===== config.mk =====
export PLATFORM = sky130hd
export DESIGN_NAME = nonce_search
export DESIGN_NICKNAME = d
export VERILOG_FILES = /design/src/logic/miner_pkg.sv /design/src/logic/nonce_search.sv
export SDC_FILE = /design/constraint.sdc
export NUM_CORES = 1
export LEC_CHECK = 0
export ABC_CLOCK_PERIOD_IN_PS = 11000
export BUFFER_PORTS_ARGS = -buffer_cell sky130_fd_sc_hd__clkbuf_2
export CORE_AREA = 2 2 283 285
export CTS_CLUSTER_SIZE = 28
export DETAILED_ROUTE_END_ITERATION = 12
export DIE_AREA = 0 0 285 287
export HOLD_SLACK_MARGIN = 0.02
export SLEW_MARGIN = 20
export SYNTH_ARGS = -nofsm -noshare
export SYNTH_HDL_FRONTEND = slang
export SYNTH_SLANG_ARGS = --single-unit

===== constraint.sdc =====
create_clock -name clk -period 11 [get_ports clk]
set_clock_uncertainty 0.2 [all_clocks]
set_input_delay 1.1 -clock clk [delete_from_list [all_inputs] [get_ports clk]]
set_output_delay 1.1 -clock clk [all_outputs]
set_load 0.02 [all_outputs]

===== src/logic/miner_pkg.sv =====
// SHA3-256 miner shared definitions
// Widths, bus register map, control and status bit positions,
// and the compressed Keccak round constants
package miner_pkg;

   localparam int SPONGE_W = 1600;
   localparam int LANE_W   = 64;
   localparam int HASH_W   = 256;
   localparam int NONCE_W  = 64;
   localparam int DATA_W   = 32;
   localparam int ADDR_W   = 7;
   localparam int ROUNDS   = 24;

   typedef logic [SPONGE_W-1:0] sponge_t;
   typedef logic [HASH_W-1:0]   hash_t;
   typedef logic [NONCE_W-1:0]  nonce_t;

   // Control word bits
   typedef enum int {
      CTL_RUN  = 0,
      CTL_TEST = 1,
      CTL_HALT = 2
   } ctl_bit_e;

   // Low bit of the padding byte fields in the control word
   localparam int PADL_LSB = 16;
   localparam int PADF_LSB = 24;

   // Bus word indices, byte address divided by 4
   typedef enum logic [4:0] {
      REG_SOLN_LO = 5'd0,
      REG_SOLN_HI = 5'd1,
      REG_STATUS  = 5'd2,
      REG_ID      = 5'd3,
      REG_HDR     = 5'd4,
      REG_DIFF    = 5'd12,
      REG_START   = 5'd20,
      REG_CTL     = 5'd22
   } reg_idx_e;

   localparam logic [DATA_W-1:0] ID_WORD = "SHA3";

   // Status word bits
   localparam int ST_FOUND   = 0;
   localparam int ST_RUNNING = 1;
   localparam int ST_TESTING = 2;

   // Round constants, bit k maps to lane bit 2**k - 1
   localparam logic [6:0] RC_TABLE [0:ROUNDS-1] = '{
      7'h01, 7'h1a, 7'h5e, 7'h70, 7'h1f, 7'h21, 7'h79, 7'h55,
      7'h0e, 7'h0c, 7'h35, 7'h26, 7'h3f, 7'h4f, 7'h5d, 7'h53,
      7'h52, 7'h48, 7'h16, 7'h66, 7'h79, 7'h58, 7'h21, 7'h74
   };

endpackage


===== src/logic/nonce_search.sv =====
// Nonce search sequencer
// Runs the mod-24 cycle counter, skips the first period of invalid
// hashes, steps the nonce and latches the first matching solution
`timescale 1ns/1ns

module nonce_search #(
   parameter int STAGES = 4
) (
   input  logic               clk,
   input  logic               reset,
   input  logic               run_i,
   input  logic               test_i,
   input  logic               halt_i,
   input  miner_pkg::nonce_t  start_nonce_i,
   input  miner_pkg::hash_t   difficulty_i,
   input  miner_pkg::hash_t   hash_i,
   output miner_pkg::nonce_t  nonce_o,
   output logic               pass_zero_o,
   output logic [4:0]         cycle_o,
   output miner_pkg::nonce_t  solution_o,
   output logic [2:0]         status_o
);

   localparam logic [4:0] LAST_CYCLE = 5'(miner_pkg::ROUNDS - 1);
   // Idle value, the first running cycle wraps it to 0
   localparam logic [4:0] IDLE_CYCLE = 5'd31;

   logic [4:0]         cycle_q;
   logic [4:0]         skip_q;
   logic               found_q;
   miner_pkg::nonce_t  nonce_q;
   logic               pass_zero;
   logic               hash_valid;
   logic               match;

   assign pass_zero  = cycle_q < 5'(STAGES);
   assign hash_valid = skip_q == '0;

   // Hashes leave the ring only during pass zero
   assign match = (test_i ? (hash_i == difficulty_i) : (hash_i <= difficulty_i))
                  && hash_valid && pass_zero;

   always_ff @(posedge clk) begin
      if (reset || !run_i) begin
         found_q <= 1'b0;
         skip_q  <= 5'(miner_pkg::ROUNDS);
         cycle_q <= IDLE_CYCLE;
         nonce_q <= start_nonce_i;
      end else if (!found_q) begin
         skip_q  <= hash_valid ? 5'd0 : skip_q - 5'd1;
         cycle_q <= (cycle_q == LAST_CYCLE) ? 5'd0 : cycle_q + 5'd1;
         if ((match || halt_i) && hash_valid) begin
            // Hash at the output belongs to the nonce STAGES steps back
            nonce_q <= nonce_q - miner_pkg::NONCE_W'(STAGES);
            found_q <= 1'b1;
         end else if (pass_zero) begin
            nonce_q <= nonce_q + 1'b1;
         end
      end
   end

   assign nonce_o     = nonce_q;
   assign solution_o  = nonce_q;
   assign pass_zero_o = pass_zero;
   assign cycle_o     = cycle_q;

   assign status_o[miner_pkg::ST_FOUND]   = found_q & ~halt_i;
   assign status_o[miner_pkg::ST_RUNNING] = run_i;
   assign status_o[miner_pkg::ST_TESTING] = test_i;

endmodule


==> flow_metrics.tcl, run 1 <==
set metrics [dict create \
    outcome "finished, final reports clean" \
    num_vias 15948 \
    clockBufferDepth 2 \
    ys_warn_count 0 \
    hpwl_mm 65.2 \
    grt_pass1_vias 15403 \
    fin_crit_ps 6540 \
    grt_max_degree 93 \
    path_class "input pin to flip-flop" \
    gp_congestion 0.926 \
    postCtsSetupBuffers 0 \
    p_leak_uw 0.00930 \
    cts_sinks 75 \
    die_w_um 285 \
    cts_tree "built" \
    grt_pass1_wl_mm 105 \
    grt_overflow 0 \
    yosys.area_share.simple_pct 26.1 \
    postRouteAntennaNets 0 \
    critPathCaptureType "flip-flop" \
    clk_pin_slew_ps 60 \
    drt_iter0_drc 1109 \
    slew_violations 0 \
    fmax_mhz 153 \
    worstSkewPairLatency_ps 350 \
    tightest_slew_ps 1110 \
    fillers 8894 \
    syn2layout_area_growth_pct 34.3 \
    critPathMaxFanout 54 \
    ys_types 72 \
    synth_xor_area_share_pct 0.783 \
    antenna_found_initial 33 \
    syn_inst 1804 \
    portBuffers 717 \
    synth_fa_ha_area_share_pct 24.3 \
    synthFlopType "edfxtp_1" \
    die_area_mm2 0.0818 \
    grt_setup_unrepaired "false" \
    io_pins 718 \
    worst_hold_path_type "flip-flop to flip-flop" \
    max_cap_violations 0 \
    drc 0 \
    routed_wl_mm 74.2 \
    synth_compound_area_share_pct 18.7 \
    wire_per_inst_um 21.4 \
    mappedNetlistArea_mm2 0.0134 \
    syn_nets 2646 \
    cts-root-buf "clkbuf_16" \
    cp.required_ps 10780 \
    fp.coreArea_mm2 0.0786 \
    post-route-period-util_pct 59.4 \
    cts_inserted_buffers 9 \
    slew_headroom_pct 25.6 \
    ys_seq_area_share_pct 16.0 \
    die_h_um 287 \
    via_per_inst 4.59 \
    cp-start-kind "input pin" \
    grt.total_usage_pct 17.3 \
    ir_drop_uv 71.8 \
    arrival_ps 6320 \
    avgSynthCellArea_um2 7.44 \
    yosys_register_bits 75 \
    synthMuxAreaShare_pct 0.615 \
    setup-violations-final 0 \
    finish.net_count 3251 \
    core.rowCount 103 \
    powerDensity_mw_per_mm2 71.4 \
    initial_core_util_pct 17.1 \
    htreeDepth 3 \
    cts_hold_buf 0 \
    final_util_pct 22.9 \
    synth_edf_count 64 \
    hold_viol 0 \
    layout-drive-gt1-share_pct 32.0 \
    first_pass_iters 5 \
    cts_resized 0 \
    async_flop_share_pct 0 \
    synth_top_family_by_area "simple AND/OR/NAND/NOR gates" \
    tns_ps 0 \
]
sequential cells by signal, summed over array words and instances, names as in the netlist:
| register | cells |
|---|---|
| found_q | 1 |
| nonce_o | 64 |
| skip_q | 5 |
| cycle_o | 5 |
stage by stage:
step | hold WS, ps | area, µm² | std cells | total power (µW) | setup slack (ps)
after CTS | 267 | 18000 | 3464 | 1290 | 4420
after global placement | 250 | 17700 | 3448 | 970 | 4190
after global routing | 320 | 18000 | 3468 | 1370 | 4030
final | 283 | 18000 | 3472 | 1290 | 4460
after floorplan | 235 | 13400 | 1804 | 724 | 1830
after detailed placement | 254 | 17700 | 3448 | 975 | 4080
cells in the final DEF, fill, tap and decap left out, drive strengths merged, types with 12 or more instances in the layout:
cell / n
clkbuf: 730
inv: 277
ha: 261
nand2: 148
a21oi: 116
nor3: 104
nand4: 78
nand3: 74
nor2: 67
edfxtp: 64
o21ai: 60
nor4: 38
and3: 36
a21o: 31
or3: 31
a221oi: 29
and2: 27
or4: 21
a221o: 20
a211oi: 14
o31ai: 13
buf: 13
o211ai: 12
power breakdown:
part	internal (µW)	total, µW	switching, µW
sequential	342	410	68.7
combinational	236	560	324
clock	186	317	130
worst paths after layout:
path	startpoint	endpoint	cells past startpoint	slack [ps]
min	skip_q[4]	skip_q[4]	2	280
max reg2reg	nonce_o[38]	nonce_o[58]	9	6480
min reg2reg	skip_q[4]	skip_q[4]	2	280
max	difficulty_i[110]	nonce_o[46]	15	4460
synth_stat cells, drive strengths merged (5+ instances only):
| library cell | n | area, µm² |
|---|---|---|
| mux2i | 6 | 60.1 |
| inv | 276 | 1040 |
| a21o | 31 | 233 |
| o211ai | 12 | 90.1 |
| xnor2 | 6 | 52.6 |
| clkbuf | 56 | 210 |
| a221o | 20 | 200 |
| a221oi | 29 | 254 |
| nor4 | 38 | 244 |
| o21a | 9 | 67.6 |
| or3 | 31 | 204 |
| buf | 80 | 562 |
| nand2b | 11 | 68.8 |
| o311ai | 9 | 78.8 |
| o31ai | 13 | 97.6 |
| a211oi | 14 | 105 |
| nand3 | 74 | 370 |
| nor2 | 67 | 251 |
| o21ai | 60 | 300 |
| ha | 261 | 3270 |
| a32oi | 5 | 43.8 |
| or2 | 8 | 50.1 |
| a21oi | 116 | 581 |
| and3 | 36 | 225 |
| dfxtp | 11 | 220 |
| a22oi | 6 | 45.0 |
| edfxtp | 64 | 1920 |
| o2111ai | 8 | 70.1 |
| nor3 | 104 | 537 |
| and2 | 27 | 169 |
| nor2b | 6 | 37.5 |
| nand4 | 78 | 488 |
| a21boi | 5 | 37.5 |
| a31oi | 7 | 50.1 |
| and4 | 7 | 61.3 |
| or4 | 21 | 161 |
| nand2 | 148 | 556 |
| xor2 | 6 | 52.6 |
layout make-up:
cell class	instances	area [µm²]	share of cell area, %
multi-input combinational	1317	9510	52.8
timing repair buffer	730	3690	20.5
sequential	75	2140	11.9
tap	1050	1310	7.29
inverter	276	1040	5.75
clock buffer	13	293	1.63
antenna	8	20.0	0.111
clock inverter	3	16.3	0.0903
worst max-delay path, stage by stage:
cell,delay [ps]
clkbuf_2,80
inv_1,30
ha_1,310
nand4_1,190
nor4_1,700
nand3_1,160
nor4b_1,860
nand3_1,380
o21bai_2,890
a31oi_2,70
buf_4,260
nor2_2,120
nor2_1,80
o21ai_4,320
buf_4,670
routing by layer:
layer | up-vias | track usage [%] | part of all wire (%)
met3 | 112 | 3.79 | 8.0
li1 | 7769 | - | -
met1 | 7328 | 21.7 | 41
met4 | 8 | 3.91 | 2.5
met2 | 731 | 30.3 | 48
met5 | - | 0 | 0.063
cell families after synthesis:
| logic type | after synthesis |
|---|---|
| buffers and inverters | 412 |
| and+or+nand+nor | 665 |
| xor gates and xnor gates | 12 |
| DFF | 75 |
| AOI/OAI and AO/OA | 371 |
| adders and majority gates | 261 |
| muxes | 8 |
(Power assumes the default switching activity.)
==> inputs of run 2 (changes only) <==
ABC_CLOCK_PERIOD_IN_PS = 5850   (was 11000)
CORE_AREA = 2 2 279 281   (was 2 2 283 285)
DIE_AREA = 0 0 281 283   (was 0 0 285 287)
clock period = 5.85 ns   (was 11 ns; I/O delays follow)
==> flow_metrics.tcl, run 2 (synthesized netlist as in run 1, its figures left out) <==
set metrics [dict create \
    clk_pin_slew_ps 70 \
    powerDensity_mw_per_mm2 135 \
    first_pass_iters 5 \
    antenna_found_initial 22 \
    grt_pass1_vias 15387 \
    grt_setup_unrepaired "false" \
    die_w_um 281 \
    worst_slack_ps 915 \
    final_cells 3484 \
    critPathMaxFanout 47 \
    cp-start-kind "input pin" \
    grt_overflow 0 \
    min_from "skip_q[4]" \
    post-route-period-util_pct 84.4 \
    grt.total_usage_pct 17.7 \
    cts_inserted_buffers 9 \
    cts_sinks 75 \
    fillers 8638 \
    pre_cts_slack_ps 425 \
    hpwl_mm 64.5 \
    routed_wl_mm 73.7 \
    max_cap_violations 0 \
    p_switching_uw 1020 \
    grt_max_degree 83 \
    postCtsSetupBuffers 0 \
    io_pins 718 \
    tightest_slew_ps 978 \
    slew_violations 0 \
    drc 0 \
    power_frac_seq_pct 31.4 \
    setup-violations-final 0 \
    core.rowCount 102 \
    p_int_uw 1430 \
    fp.coreArea_mm2 0.0767 \
    initial_core_util_pct 17.5 \
    reg2reg_slack_ps 1330 \
    switching_share_pct 41.6 \
    layout_common_cells "clkbuf_2 (717), inv_1 (276), ha_1 (261)" \
    r2r-start "nonce_o[6]" \
    cts_tree "built" \
    path_class "input pin to flip-flop" \
    outcome "finished, final reports clean" \
    clockBufferDepth 2 \
    arrival_ps 4880 \
    finish.net_count 3265 \
    num_vias 16106 \
    cts-root-buf "clkbuf_16" \
    pwr-share-clk_pct 24.6 \
    worstSkewPairLatency_ps 360 \
    via_per_inst 4.62 \
    largest_reg_flops 64 \
    grt_pass1_wl_mm 103 \
    layout-drive-gt1-share_pct 32.4 \
    fin_crit_ps 4930 \
    postRouteAntennaNets 0 \
    cts_resized 0 \
    gp_congestion 0.948 \
    layout_commonest_cell "clkbuf_2" \
    p_comb_share_pct 43.9 \
    critPathCaptureType "flip-flop" \
    worst_hold_path_type "flip-flop to flip-flop" \
    htreeDepth 3 \
    cts_hold_buf 0 \
    drt_iter0_drc 1229 \
    p_leak_uw 0.00939 \
    cp.required_ps 5790 \
    syn2layout_area_growth_pct 35.2 \
    slew_headroom_pct 34.2 \
    dp_cells 3452 \
    fin_hold_ws_ps 265 \
    final_util_pct 23.7 \
    hold_viol 0 \
    portBuffers 717 \
    fmax_mhz 203 \
    wire_per_inst_um 21.2 \
    tns_ps 0 \
    die_area_mm2 0.0795 \
    critPathLaunch "difficulty_i[247]" \
    ir_drop_uv 115 \
    die_h_um 283 \
]
[run 2: changes by cell type in the layout (fill, tap and decap cells not counted), sizes merged]
cell    change
buf        +14
diode       +8
clkbuf      -4
inv         +4
bufinv      +1
clkinv      -1
[run 2: stage by stage]
step / area (µm²) / power [µW]
after floorplan: 13400 / 1360
after global placement: 17800 / 1840
after detailed placement: 17800 / 1850
after global routing: 18100 / 2590
after CTS: 18100 / 2450
final: 18100 / 2440
[run 2: critical path, cell delays in order]
cell and delay (ps):
clkbuf_2 80, inv_1 30, ha_1 300, nand4_1 140
or3_1 450, or4_1 610, nor4_2 530, nand3_1 310
o2111a_1 360, a31o_2 270, buf_12 170, nand2_1 160
buf_12 210, nand2_1 170, o311ai_0 440
[run 2: worst paths after layout]
check	depth (start not counted)	endpoint
hold reg to reg	2	skip_q[4]
setup reg to reg	9	nonce_o[63]
hold / removal	2	skip_q[4]
setup / recovery	15	nonce_o[14]
[run 2: metal layers]
| metal | share of wire [%] | global-route usage [%] | vias to the layer above |
|---|---|---|---|
| met5 | 0.054 | 0 | - |
| li1 | - | - | 7813 |
| met1 | 41 | 22.0 | 7441 |
| met2 | 47 | 30.2 | 759 |
| met3 | 8.0 | 3.50 | 87 |
| met4 | 3.0 | 5.82 | 6 |
[run 2: layout make-up]
type | count | area (µm²) | share of cell area [%]
Antenna cell | 16 | 40.0 | 0.221
Clock buffer | 9 | 225 | 1.24
Clock inverter | 7 | 71.3 | 0.393
Inverter | 276 | 1040 | 5.71
Multi-Input combinational cell | 1317 | 9500 | 52.4
Sequential cell | 75 | 2140 | 11.8
Tap cell | 1040 | 1300 | 7.17
Timing Repair Buffer | 744 | 3830 | 21.1
[run 2: power by group through the flow]
stage / combinational, µW / sequential [µW] / clock, µW
floorplan: 589 / 770 / 0
global placement: 1070 / 777 / 0
detailed placement: 1070 / 778 / 0
CTS: 1080 / 767 / 606
global route: 1190 / 779 / 623
finish: 1070 / 768 / 602
==> inputs of run 3 (changes only) <==
ABC_AREA = 1   (was unset)
ABC_CLOCK_PERIOD_IN_PS = 4900   (was 5850)
CORE_AREA = 2 2 277 279   (was 2 2 279 281)
DIE_AREA = 0 0 279 281   (was 0 0 281 283)
clock period = 4.9 ns   (was 5.85 ns; I/O delays follow)
==> flow_metrics.tcl, run 3 <==
set metrics [dict create \
    die_area_mm2 0.0784 \
    synth_xor_area_share_pct 7.05 \
    drt_iter0_drc 1209 \
    synth_top_family_by_area "simple AND/OR/NAND/NOR gates" \
    post-route-period-util_pct 78.0 \
    cts_tree "built" \
    switching_share_pct 42.4 \
    hold_viol 0 \
    layout_commonest_cell "nand2_1" \
    dp_cells 4022 \
    power_frac_seq_pct 29.5 \
    cts_resized 0 \
    largest_reg_flops 64 \
    final_cells 4045 \
    fin_hold_ws_ps 197 \
    arrival_ps 3840 \
    cts_sinks 75 \
    io_pins 718 \
    synth.top_cells.by_area "ha_1 (22%), nand2_1 (18%), edfxtp_1 (13%)" \
    cts-root-buf "clkbuf_16" \
    cts_hold_buf 0 \
    cp-start-kind "input pin" \
    cts_inserted_buffers 9 \
    synthMuxAreaShare_pct 0 \
    synth_top_area_share_pct 21.6 \
    yosys_register_bits 75 \
    initial_core_util_pct 20.1 \
    setup-violations-final 0 \
    yosysMostFrequentCell "nand2_1" \
    wire_per_inst_um 19.2 \
    synthFlopType "edfxtp_1" \
    slew_headroom_pct 41.9 \
    yosys.area_share.simple_pct 34.9 \
    async_flop_share_pct 0 \
    die_w_um 279 \
    core.rowCount 101 \
    p_switching_uw 1350 \
    slew_violations 0 \
    yosys.area.top_type "ha_1" \
    layout_common_cells "nand2_1 (727), clkbuf_2 (717), inv_1 (416)" \
    clk_pin_slew_ps 70 \
    pwr-share-clk_pct 25.0 \
    critPathMaxFanout 62 \
    gp_congestion 0.997 \
    avgSynthCellArea_um2 6.22 \
    ir_drop_uv 158 \
    p_leak_uw 0.0112 \
    first_pass_iters 6 \
    grt_pass1_vias 16732 \
    final_util_pct 26.0 \
    final_area_mm2 0.0196 \
    synth_compound_area_share_pct 6.63 \
    p_int_uw 1820 \
    portBuffers 717 \
    critPathCaptureType "flip-flop" \
    synth_top_cells_by_count "nand2_1 (727), inv_1 (417), ha_1 (261)" \
    via_per_inst 4.40 \
    grt_max_degree 67 \
    syn_nets 3278 \
    ys_types 41 \
    antenna_found_initial 24 \
    clockBufferDepth 2 \
    finish.net_count 3897 \
    fin_crit_ps 3820 \
    fillers 8634 \
    worst_hold_path_type "input pin to flip-flop" \
    powerDensity_mw_per_mm2 161 \
    tightest_slew_ps 871 \
    worstSkewPairLatency_ps 360 \
    mappedNetlistArea_mm2 0.0151 \
    ys_seq_area_share_pct 14.1 \
    grt_pass1_wl_mm 109 \
    path_class "input pin to flip-flop" \
    outcome "finished, final reports clean" \
    ys_warn_count 0 \
    dpl_cell_area_mm2 0.0193 \
    hpwl_mm 69.3 \
    die_h_um 281 \
    tns_ps 0 \
    fmax_mhz 262 \
    fp.coreArea_mm2 0.0754 \
    synth_fa_ha_area_share_pct 21.6 \
    htreeDepth 3 \
    syn_inst 2436 \
    syn2layout_area_growth_pct 29.6 \
    p_comb_share_pct 45.6 \
    num_vias 17778 \
    drc 0 \
    routed_wl_mm 77.8 \
    synth_edf_count 64 \
    grt.total_usage_pct 19.0 \
    postRouteAntennaNets 0 \
    postCtsSetupBuffers 0 \
    max_cap_violations 0 \
    grt_overflow 0 \
    layout-drive-gt1-share_pct 25.2 \
    cp.required_ps 4920 \
    grt_setup_unrepaired "false" \
]
==> run 3: cell count changes in the layout (fill, tap and decap cells not counted), moves of 41 or more <==
| cell | change |
|---|---|
| nor2_1 | +189 |
| nand2_1 | +579 |
| inv_1 | +140 |
| nand3_1 | +41 |
| nor3_1 | -57 |
| xor2_1 | +108 |
==> run 3: area by class of cell <==
cell class | count | area, µm² | area share [%]
multi-input combinational | 1820 | 10600 | 54.2
timing repair buffer | 724 | 3670 | 18.7
sequential | 75 | 2140 | 10.9
inverter | 425 | 1600 | 8.12
tap | 978 | 1220 | 6.23
clock buffer | 14 | 339 | 1.73
antenna | 7 | 17.5 | 0.0892
clock inverter | 2 | 15.0 | 0.0765
==> run 3: routing by layer <==
layer | wire (µm) | GRT usage [%] | part of all wire, % | up-vias
li1 | - | - | - | 8912
met1 | 36900 | 26.9 | 47 | 8042
met2 | 33700 | 29.8 | 43 | 732
met3 | 5510 | 3.40 | 7.1 | 78
met4 | 1590 | 4.05 | 2.0 | 14
met5 | 92 | 0 | 0.12 | -
==> run 3: cell families (layout without fill, tap and decap cells) <==
| group | Yosys count | after routing |
|---|---|---|
| simple gates | 1250 | 1250 |
| buf+inv | 541 | 1165 |
| fa+ha+maj | 261 | 261 |
| compound gates | 187 | 187 |
| xor+xnor | 122 | 122 |
| flops | 75 | 75 |
| other cells | 0 | 7 |
==> run 3: final timing paths <==
kind | cells after the start | end | slack, ps | start
hold / removal | 3 | nonce_o[36] | 200 | start_nonce_i[36]
setup / recovery | 18 | nonce_o[50] | 1080 | difficulty_i[245]
hold reg to reg | 2 | skip_q[2] | 310 | skip_q[2]
setup reg to reg | 14 | nonce_o[56] | 1240 | nonce_o[3]
==> run 3: worst max-delay path, stage by stage <==
cell,delay [ps]
clkbuf_2,130
inv_1,60
ha_1,290
nand2_1,70
nor3_1,340
nand2_1,170
nor2_1,400
nand3_1,170
nor2_1,280
nand4_1,130
nand2_1,100
nand2_1,80
nand2_4,80
buf_4,580
nand3_1,150
nand2_1,120
nand2_1,50
nand2_1,80
==> run 3: per-stage QoR <==
stage	power, µW	setup WS, ps
2_1_floorplan	1790	1600
3_3_place_gp	2380	807
3_5_place_dp	2380	767
4_1_cts	3180	1120
5_1_grt	3390	857
6_report	3170	1080
==> run 3: power groups by stage <==
| stage | sequential, µW | combinational [µW] | clock (µW) |
|---|---|---|---|
| 2_1_floorplan | 914 | 881 | 0 |
| 3_3_place_gp | 945 | 1430 | 0 |
| 3_5_place_dp | 945 | 1440 | 0 |
| 4_1_cts | 932 | 1450 | 799 |
| 5_1_grt | 940 | 1630 | 821 |
| 6_report | 934 | 1440 | 791 |
